## src/common/tuart_pkg.sv

```systemverilog
// Shared definitions for the tiny UART subsystem
// Imported by the transmitter and the flow-control decoder

package tuart_pkg;

  // Flow-control state held by the transmitter
  typedef enum logic {
    XON  = 1'b0,
    XOFF = 1'b1
  } xctrl_t;

  // Software flow-control characters, zero-extended to the word width where used
  localparam logic [7:0] XON_CHAR  = 8'h11;
  localparam logic [7:0] XOFF_CHAR = 8'h13;

endpackage

```

## src/common/flow_ctrl_if.sv

```systemverilog
// Flow-control strobes from the XON/XOFF decoder to the transmitter
// stb is a single-cycle pulse, with exactly one of xon/xoff high

`timescale 1ns/1ps

interface flow_ctrl_if;

  logic stb;
  logic xon;
  logic xoff;

  modport master (
    output stb,
    output xon,
    output xoff
  );

  modport slave (
    input stb,
    input xon,
    input xoff
  );

endinterface

```

## src/common/rx_byte_if.sv

```systemverilog
// Received words from the UART receiver to the flow-control decoder
// No back-pressure, so the sink takes every stb pulse

`timescale 1ns/1ps

interface rx_byte_if #(
  parameter int WORD_BITS = 8
);

  logic                 stb;
  logic [WORD_BITS-1:0] data;
  logic                 frame_err;

  modport source (
    output stb,
    output data,
    output frame_err
  );

  modport sink (
    input stb,
    input data,
    input frame_err
  );

endinterface

```

## src/tuart_rx/tuart_rx.sv

```systemverilog
// UART receiver, 1 start bit, WORD_BITS data bits LSB first, 1 stop bit
// Reports each word with a frame-error flag on a single-cycle stb

`timescale 1ns/1ps

module tuart_rx #(
  parameter int WORD_BITS      = 8,
  parameter int CLK_PER_SAMPLE = 10
) (
  input  logic       clk_i,
  input  logic       rst_in,
  input  logic       rx_i,
  rx_byte_if.source  rx_o
);

  localparam int BIT_W  = $clog2(WORD_BITS);
  localparam int TIME_W = $clog2(CLK_PER_SAMPLE);

  localparam logic [TIME_W-1:0] TIME_LAST = TIME_W'(CLK_PER_SAMPLE - 1);
  localparam logic [TIME_W-1:0] TIME_HALF = TIME_W'(CLK_PER_SAMPLE / 2 - 1);
  localparam logic [BIT_W-1:0]  BIT_LAST  = BIT_W'(WORD_BITS - 1);

  typedef enum logic [1:0] {RX_IDLE, RX_START, RX_DATA, RX_STOP} state_t;

  state_t               state;
  logic                 rx_meta;
  logic                 rx_sync;
  logic                 rx_prev;
  logic [TIME_W-1:0]    time_cnt;
  logic [BIT_W-1:0]     bit_cnt;
  logic [WORD_BITS-1:0] shft_reg;
  logic                 stb_q;
  logic                 frame_err_q;

  // Two-stage synchroniser plus one stage for edge detection
  always_ff @(posedge clk_i) begin
    if (!rst_in) begin
      rx_meta <= 1'b1;
      rx_sync <= 1'b1;
      rx_prev <= 1'b1;
    end else begin
      rx_meta <= rx_i;
      rx_sync <= rx_meta;
      rx_prev <= rx_sync;
    end
  end

  always_ff @(posedge clk_i) begin
    if (!rst_in) begin
      state    <= RX_IDLE;
      time_cnt <= '0;
      bit_cnt  <= '0;
      stb_q    <= 1'b0;
    end else begin
      stb_q <= 1'b0;
      case (state)
        RX_IDLE: begin
          // Falling edge, wait half a bit to reach the start bit centre
          if (rx_prev && !rx_sync) begin
            state    <= RX_START;
            time_cnt <= TIME_HALF;
          end
        end

        RX_START: begin
          time_cnt <= time_cnt - 1'b1;
          if (time_cnt == '0) begin
            time_cnt <= TIME_LAST;
            bit_cnt  <= BIT_LAST;
            // Line high again means a glitch, not a start bit
            state    <= rx_sync ? RX_IDLE : RX_DATA;
          end
        end

        RX_DATA: begin
          time_cnt <= time_cnt - 1'b1;
          if (time_cnt == '0) begin
            time_cnt <= TIME_LAST;
            bit_cnt  <= bit_cnt - 1'b1;
            if (bit_cnt == '0) begin
              state <= RX_STOP;
            end
          end
        end

        RX_STOP: begin
          time_cnt <= time_cnt - 1'b1;
          if (time_cnt == '0) begin
            stb_q <= 1'b1;
            state <= RX_IDLE;
          end
        end

        default: state <= RX_IDLE;
      endcase
    end
  end

  // Data and flag sampled at bit centres
  always_ff @(posedge clk_i) begin
    if (state == RX_DATA && time_cnt == '0) begin
      shft_reg <= {rx_sync, shft_reg[WORD_BITS-1:1]};
    end
    if (state == RX_STOP && time_cnt == '0) begin
      frame_err_q <= !rx_sync;
    end
  end

  assign rx_o.stb       = stb_q;
  assign rx_o.data      = shft_reg;
  assign rx_o.frame_err = frame_err_q;

endmodule

```

## src/hdl/xon_xoff_decode.sv

```systemverilog
// Splits XON/XOFF characters out of the received word stream
// Clean flow characters become flow strobes, everything else is forwarded

`timescale 1ns/1ps

module xon_xoff_decode import tuart_pkg::*; #(
  parameter int WORD_BITS = 8
) (
  input  logic                 clk_i,
  input  logic                 rst_in,
  rx_byte_if.sink              byte_i,
  flow_ctrl_if.master          xctrl_o,
  output logic                 stb_o,
  output logic [WORD_BITS-1:0] data_o,
  output logic                 frame_err_o
);

  logic is_xon;
  logic is_xoff;
  logic is_flow;

  assign is_xon  = (byte_i.data == WORD_BITS'(XON_CHAR));
  assign is_xoff = (byte_i.data == WORD_BITS'(XOFF_CHAR));
  // Flow characters with a bad stop bit are passed on as data
  assign is_flow = !byte_i.frame_err && (is_xon || is_xoff);

  always_ff @(posedge clk_i) begin
    if (!rst_in) begin
      xctrl_o.stb <= 1'b0;
      stb_o       <= 1'b0;
    end else begin
      xctrl_o.stb <= byte_i.stb && is_flow;
      stb_o       <= byte_i.stb && !is_flow;
    end
  end

  always_ff @(posedge clk_i) begin
    if (byte_i.stb && is_flow) begin
      xctrl_o.xon  <= is_xon;
      xctrl_o.xoff <= is_xoff;
    end
    if (byte_i.stb && !is_flow) begin
      data_o      <= byte_i.data;
      frame_err_o <= byte_i.frame_err;
    end
  end

endmodule

```

## src/tuart_tx/tuart_tx.sv

```systemverilog
// UART transmitter for multi-word commands, 1 start bit, 1 stop bit
// A command starts only while the flow state is XON

`timescale 1ns/1ps

module tuart_tx import tuart_pkg::*; #(
  parameter int WORD_BITS      = 8,
  parameter int CMD_WORDS      = 4,
  parameter int CLK_PER_SAMPLE = 10
) (
  input  logic                           clk_i,
  input  logic                           rst_in,
  input  logic                           stb_i,
  output logic                           rdy_o,
  output logic                           tx_o,
  flow_ctrl_if.slave                     xctrl_i,
  input  logic [CMD_WORDS*WORD_BITS-1:0] data_i
);

  localparam int BIT_W  = $clog2(WORD_BITS);
  localparam int WCNT_W = (CMD_WORDS > 1) ? $clog2(CMD_WORDS) : 1;
  localparam int TIME_W = $clog2(CLK_PER_SAMPLE);

  localparam logic [TIME_W-1:0] TIME_LAST = TIME_W'(CLK_PER_SAMPLE - 1);
  localparam logic [BIT_W-1:0]  BIT_LAST  = BIT_W'(WORD_BITS - 1);
  localparam logic [WCNT_W-1:0] WORD_LAST = WCNT_W'(CMD_WORDS - 1);

  typedef enum logic [1:0] {IDLE, TX_START, TX_DATA, TX_STOP} state_t;

  state_t                         state, state_next;
  logic [BIT_W-1:0]               bit_cnt, bit_cnt_next;
  logic [WCNT_W-1:0]              word_cnt, word_cnt_next;
  logic [TIME_W-1:0]              time_cnt, time_cnt_next;
  logic [WORD_BITS-1:0]           shft_reg, shft_reg_next;
  logic [CMD_WORDS*WORD_BITS-1:0] cmd_q;
  xctrl_t                         r_xctrl;
  logic                           accept;

  assign accept = (state == IDLE) && stb_i && (r_xctrl == XON);
  assign rdy_o  = (state == IDLE);

  always_comb begin
    case (state)
      TX_START: tx_o = 1'b0;
      TX_DATA:  tx_o = shft_reg[0];
      default:  tx_o = 1'b1;
    endcase
  end

  always_comb begin
    state_next    = state;
    bit_cnt_next  = bit_cnt;
    word_cnt_next = word_cnt;
    time_cnt_next = time_cnt;
    shft_reg_next = shft_reg;

    case (state)
      IDLE: begin
        if (accept) begin
          state_next    = TX_START;
          word_cnt_next = WORD_LAST;
          time_cnt_next = TIME_LAST;
        end
      end

      TX_START: begin
        time_cnt_next = time_cnt - 1'b1;
        if (time_cnt == '0) begin
          // Most significant word goes first
          state_next    = TX_DATA;
          time_cnt_next = TIME_LAST;
          bit_cnt_next  = BIT_LAST;
          shft_reg_next = cmd_q[word_cnt*WORD_BITS +: WORD_BITS];
        end
      end

      TX_DATA: begin
        time_cnt_next = time_cnt - 1'b1;
        if (time_cnt == '0) begin
          time_cnt_next = TIME_LAST;
          bit_cnt_next  = bit_cnt - 1'b1;
          shft_reg_next = shft_reg >> 1;
          if (bit_cnt == '0) begin
            state_next = TX_STOP;
          end
        end
      end

      TX_STOP: begin
        time_cnt_next = time_cnt - 1'b1;
        if (time_cnt == '0) begin
          time_cnt_next = TIME_LAST;
          word_cnt_next = word_cnt - 1'b1;
          state_next    = (word_cnt == '0) ? IDLE : TX_START;
        end
      end

      default: state_next = IDLE;
    endcase
  end

  always_ff @(posedge clk_i) begin
    if (!rst_in) begin
      state    <= IDLE;
      bit_cnt  <= '0;
      word_cnt <= '0;
      time_cnt <= '0;
    end else begin
      state    <= state_next;
      bit_cnt  <= bit_cnt_next;
      word_cnt <= word_cnt_next;
      time_cnt <= time_cnt_next;
    end
  end

  // Command payload, held for the whole transfer
  always_ff @(posedge clk_i) begin
    shft_reg <= shft_reg_next;
    if (accept) begin
      cmd_q <= data_i;
    end
  end

  // Flow state only gates the next acceptance
  always_ff @(posedge clk_i) begin
    if (!rst_in) begin
      r_xctrl <= XON;
    end else if (xctrl_i.stb && xctrl_i.xon) begin
      r_xctrl <= XON;
    end else if (xctrl_i.stb && xctrl_i.xoff) begin
      r_xctrl <= XOFF;
    end
  end

endmodule

```

## src/hdl/tuart_top.sv

```systemverilog
// Tiny UART top level: receiver, XON/XOFF decoder and transmitter
// Parameters set here are passed down to every block

`timescale 1ns/1ps

module tuart_top #(
  parameter int WORD_BITS      = 8,
  parameter int CMD_WORDS      = 4,
  parameter int CLK_PER_SAMPLE = 10
) (
  input  logic                           clk_i,
  input  logic                           rst_in,
  input  logic                           tx_stb_i,
  input  logic [CMD_WORDS*WORD_BITS-1:0] tx_data_i,
  output logic                           tx_rdy_o,
  output logic                           tx_o,
  input  logic                           rx_i,
  output logic                           rx_stb_o,
  output logic [WORD_BITS-1:0]           rx_data_o,
  output logic                           rx_frame_err_o
);

  rx_byte_if #(.WORD_BITS(WORD_BITS)) rx_byte ();
  flow_ctrl_if                        xctrl ();

  tuart_rx #(
    .WORD_BITS      (WORD_BITS),
    .CLK_PER_SAMPLE (CLK_PER_SAMPLE)
  ) u_rx (
    .clk_i  (clk_i),
    .rst_in (rst_in),
    .rx_i   (rx_i),
    .rx_o   (rx_byte.source)
  );

  xon_xoff_decode #(
    .WORD_BITS (WORD_BITS)
  ) u_decode (
    .clk_i       (clk_i),
    .rst_in      (rst_in),
    .byte_i      (rx_byte.sink),
    .xctrl_o     (xctrl.master),
    .stb_o       (rx_stb_o),
    .data_o      (rx_data_o),
    .frame_err_o (rx_frame_err_o)
  );

  tuart_tx #(
    .WORD_BITS      (WORD_BITS),
    .CMD_WORDS      (CMD_WORDS),
    .CLK_PER_SAMPLE (CLK_PER_SAMPLE)
  ) u_tx (
    .clk_i   (clk_i),
    .rst_in  (rst_in),
    .stb_i   (tx_stb_i),
    .rdy_o   (tx_rdy_o),
    .tx_o    (tx_o),
    .xctrl_i (xctrl.slave),
    .data_i  (tx_data_i)
  );

endmodule

```

## config.mk

```make
export PLATFORM = sky130hd
export DESIGN_NAME = tuart_top
export DESIGN_NICKNAME = d
export VERILOG_FILES = /design/src/common/tuart_pkg.sv /design/src/common/flow_ctrl_if.sv /design/src/common/rx_byte_if.sv /design/src/tuart_rx/tuart_rx.sv /design/src/hdl/xon_xoff_decode.sv /design/src/tuart_tx/tuart_tx.sv /design/src/hdl/tuart_top.sv
export SDC_FILE = /design/constraint.sdc
export NUM_CORES = 1
export LEC_CHECK = 0
export BUFFER_PORTS_ARGS = -buffer_cell sky130_fd_sc_hd__buf_2
export CAP_MARGIN = 5
export CORE_MARGIN = 5
export CORE_UTILIZATION = 57
export CTS_CLUSTER_DIAMETER = 80
export DETAILED_ROUTE_END_ITERATION = 6
export PLACE_DENSITY = 0.86
export SYNTH_ARGS = -nofsm -noshare
export SYNTH_HDL_FRONTEND = slang
export SYNTH_SLANG_ARGS = --single-unit
```

## constraint.sdc

```tcl
create_clock -name clk_i -period 2.8 [get_ports clk_i]
set_input_delay 0.28 -clock clk_i [delete_from_list [all_inputs] [get_ports clk_i]]
set_output_delay 0.28 -clock clk_i [all_outputs]
set_load 0.005 [all_outputs]
```

==> flow_results.org <==
** Worst setup path
- Critical path cell sequence :: inv_1 > ha_1 > mux2i_1 > buf_2
- STA classifies the critical path endpoint as an output pin.
- STA classifies the critical path startpoint as a register.
- The critical path is of the reg2out type.
- For this design, the slowest cell found on the critical path is sky130_fd_sc_hd__ha_1.
- Data arrives at the worst endpoint at 1.83 ns.
- Maximum fanout count along the critical path :: 14
- Data on the critical path is required at its endpoint by 2.52 ns.
- For this run, the slowest stage of the critical path takes 0.54 ns.

** STA
- Setup repair after global routing missed its margin :: false
- The max-slew violation total from the final report was 0.
- Final cycle utilization of the critical path :: 75.3%
- Least-Margin Pin Slew :: 0.794 ns
- Final critical-path required period :: 2.11 ns
- Highest Clock Rate :: 474 MHz
- Final TNS setup :: 0 ns
- Setup violations, final :: 0
- The worst pin sits at a relative slew slack of 47.0%.
- Final hold violation count :: 0
- Worst clock skew on the final layout :: 0.00507 ns

** Clocking
- In this run the post-CTS setup repair buffer count came out at 0.
- Number of gates resized after cts :: 0
- The clock net in this run drives a total of 87 sinks.
- Number of CTS-inserted buffers :: 9
- Clock-pin slew was measured on the worst setup and hold paths at 0.09 ns.
- Total of hold buffers inserted after clock tree synthesis :: 0
- TritonCTS built the clock tree.
- Number of levels in the clock H-tree :: 3
- Latest clock arrival within the worst-skew pair :: 0.36 ns
- Clock Tree Root :: sky130_fd_sc_hd__clkbuf_8
- The clock passes through at most 2 buffers.

** Synthesis
- Warnings from Yosys :: 0
- Cell taking the most area after synthesis :: sky130_fd_sc_hd__edfxtp_1
- FFs w/ async S/R, synth :: 0%
- Syn avg cell area :: 14.0 um2
- Counting instances in the post-synthesis netlist gives the leading cell types as sky130_fd_sc_hd__edfxtp_1 (60), sky130_fd_sc_hd__dfxtp_1 (27), sky130_fd_sc_hd__inv_1 (22), sky130_fd_sc_hd__nor2_1 (22), sky130_fd_sc_hd__ha_1 (17).
- Compound-Gate Fraction of Synth Area :: 9.65%
- Net count of the mapped netlist :: 310
- Cell types occupying the most area after synthesis :: sky130_fd_sc_hd__edfxtp_1 (50%), sky130_fd_sc_hd__dfxtp_1 (15%), sky130_fd_sc_hd__ha_1 (5.9%)
- Portion of the post-synthesis area used by sequential elements :: 65.0%
- Area fraction in and, or, nand and nor cells after synthesis :: 8.19%
- The most common cell in the synthesized netlist is sky130_fd_sc_hd__edfxtp_1.
- The cell area that synthesis handed to floorplanning was 0.00360 mm2.
- The portion of synthesized area spent on multiplexers is 8.33%.
- Yosys mapped a number of flops with a built-in enable equal to 60.
- The top cell type by area accounts for 50.0% of the synthesized area.
- Synth Area in XOR/XNOR :: 0%
- Leading register cell type out of synthesis :: sky130_fd_sc_hd__edfxtp_1
- After synthesis, the largest family of logic cells by area is compound AO/OA/AOI/OAI gates.
- Yosys mapped the design onto 44 distinct sky130hd cell types.
- The synthesized netlist devotes 5.90% of its cell area to adder and majority cells.
- After synthesis the netlist holds a flip-flop and latch count of 87.
- The cell count after synthesis came out at 257.

** Finish
- Net count, final :: 363
- Share of final-layout standard cells stronger than drive strength 1 :: 27.3%
- The number of antenna diodes in the final layout is 0.
- Final cell utilization of the core :: 65.8%
- Most flop-heavy register :: u_tx.cmd_q
- Signed area change from the synthesized netlist to the final layout :: 14.0%
- The register with the most flip-flops in the layout has 32 of them.

** Worst hold path
- Hold WC Path Type :: in2reg

** Placement
- Global placement routability congestion :: 0.898
- In this run the tool buffered the top-level ports with 47 buffer cells.
- The HPWL after detailed placement is 4420 um.

** Global route
- GRT Util Overall :: 16.9%
- Via count of the first global-routing pass :: 2193
- For this run, global-route usage on met3 was measured as 5.62%.
- Global-route congestion overflow total :: 0
- In the global route stage, met1 resource usage came out at 20.5%.
- Entering global routing, the biggest net connects 33 pins.
- Met2 track utilization from global routing :: 28.2%
- Busiest layer in global routing :: met2
- Initial antenna violation count :: 0
- First-pass GRT wire length :: 10100 um

** Drt
- Remaining antenna violation count :: 0
- After detailed routing, the average wire length per cell comes to 15.6 um.
- The first TritonRoute pass finished after 4 iterations.
- Number of violations reported at the end of detailed-routing iteration 0 :: 115
- The detailed router placed 2163 vias in this run.
- Wire length after detailed routing :: 6110 um
- In the routed design, unresolved DRC markers number 0.
- In the routed layout, each cell is associated on average with a via count of 5.52.

** Floorplan
- The die covers 0.00801 mm2.
- For this design the top-level I/O count stands at 48.
- For this configuration, the core starts out at a cell density of 57.8%.
- Die extent in y :: 89.5 um
- The region available for standard cell placement spans 0.00624 mm2.
- The die is 89.5 um wide.
- Number of rows in the core area :: 29

** Power
- Worst voltage drop across the vdd grid :: 0.518 mV
- Leakage power summed over all cells :: 1.55 nW
- Overall power :: 3.68 mW
- For this design the ratio of total power to cell area is 897 mW/mm2.

** Status
- The run finished with clean final reports.

** Job
- Count of max-cap constraint violations :: 0
[per-layer routing]
metal	wire [um]	share of wire [%]
met3	324	5.3
met4	66	1.1
met5	0	0
met2	3160	52
met1	2560	42
[logic make-up (layout without fill, tap and decap cells)]
logic type | count (synthesis) | in the layout
AO/OA/AOI/OAI | 50 | 50
flip-flops | 87 | 87
multiplexers | 19 | 19
buffers and inverters | 28 | 86
AND/OR/NAND/NOR | 56 | 56
adder cells (fa/ha/maj) | 17 | 17
[layout by cell type (no fill, tap or decap), types with 3 or more instances in the layout]
cell type | Yosys | routed
sky130_fd_sc_hd__nor3_1 | 4 | 4
sky130_fd_sc_hd__inv_1 | 22 | 22
sky130_fd_sc_hd__and2_1 | 4 | 4
sky130_fd_sc_hd__a311oi_1 | 4 | 4
sky130_fd_sc_hd__nand3_1 | 4 | 4
sky130_fd_sc_hd__a2bb2oi_1 | 3 | 3
sky130_fd_sc_hd__o21ai_0 | 8 | 8
sky130_fd_sc_hd__clkbuf_8 | 0 | 9
sky130_fd_sc_hd__nand2_1 | 6 | 6
sky130_fd_sc_hd__nand2b_1 | 3 | 3
sky130_fd_sc_hd__mux2i_1 | 3 | 3
sky130_fd_sc_hd__dfxtp_1 | 27 | 27
sky130_fd_sc_hd__mux2_2 | 8 | 8
sky130_fd_sc_hd__a211oi_1 | 3 | 3
sky130_fd_sc_hd__nor2_1 | 22 | 22
sky130_fd_sc_hd__mux4_2 | 8 | 8
sky130_fd_sc_hd__ha_1 | 17 | 17
sky130_fd_sc_hd__edfxtp_1 | 60 | 60
sky130_fd_sc_hd__buf_2 | 1 | 47
sky130_fd_sc_hd__a21oi_1 | 14 | 14
[per-stage QoR]
step	setup slack (ns)	instances	hold WS, ns	instance area [um2]
floorplan	0.501	257	0.353	3600
global placement	0.876	376	0.394	3920
detailed placement	0.695	376	0.411	3920
CTS	0.664	392	0.0717	4110
global route	0.482	392	0.0613	4110
finish	0.690	392	0.0872	4110
[where the power goes]
part	switching [mW]	internal, mW	leakage (nW)
Combinational	0.537	0.473	0.686
Clock	0.478	0.340	0.0899
Sequential	0.151	1.70	0.777
Total	1.17	2.52	1.55
[worst max-delay path, delay by kind of cell, from the launching register on]
family                     cells  cell delay [ns]
DFF                            1             0.35
adders and majority gates      1             0.54
muxes                          1             0.29
buffers and inverters          2             0.29
[path summary, 6_finish.rpt]
path | startpoint | to | slack (ns) | cells after the start
hold / removal | tx_data_i[17] | u_tx.cmd_q[17]$_DFFE_PP_ | 0.09 | 1
setup / recovery | u_tx.state[0]$_SDFFE_PN0P_ | tx_o | 0.69 | 4
setup reg to reg | u_tx.time_cnt[0]$_SDFFE_PN0P_ | u_tx.bit_cnt[0]$_SDFFE_PN0P_ | 0.71 | 6
hold reg to reg | u_rx.rx_meta$_SDFF_PN1_ | u_rx.rx_sync$_SDFF_PN1_ | 0.43 | 1
[final cells by class]
class / instances / area, um2
Clock buffer: 9 / 124
Fill cell: 463 / 2130
Timing Repair Buffer: 48 / 243
Clock inverter: 7 / 63.8
Multi-Input combinational cell: 142 / 1160
Tap cell: 77 / 96.3
Inverter: 22 / 82.6
Sequential cell: 87 / 2340
No activity file was read; power rests on OpenSTA's default activity.
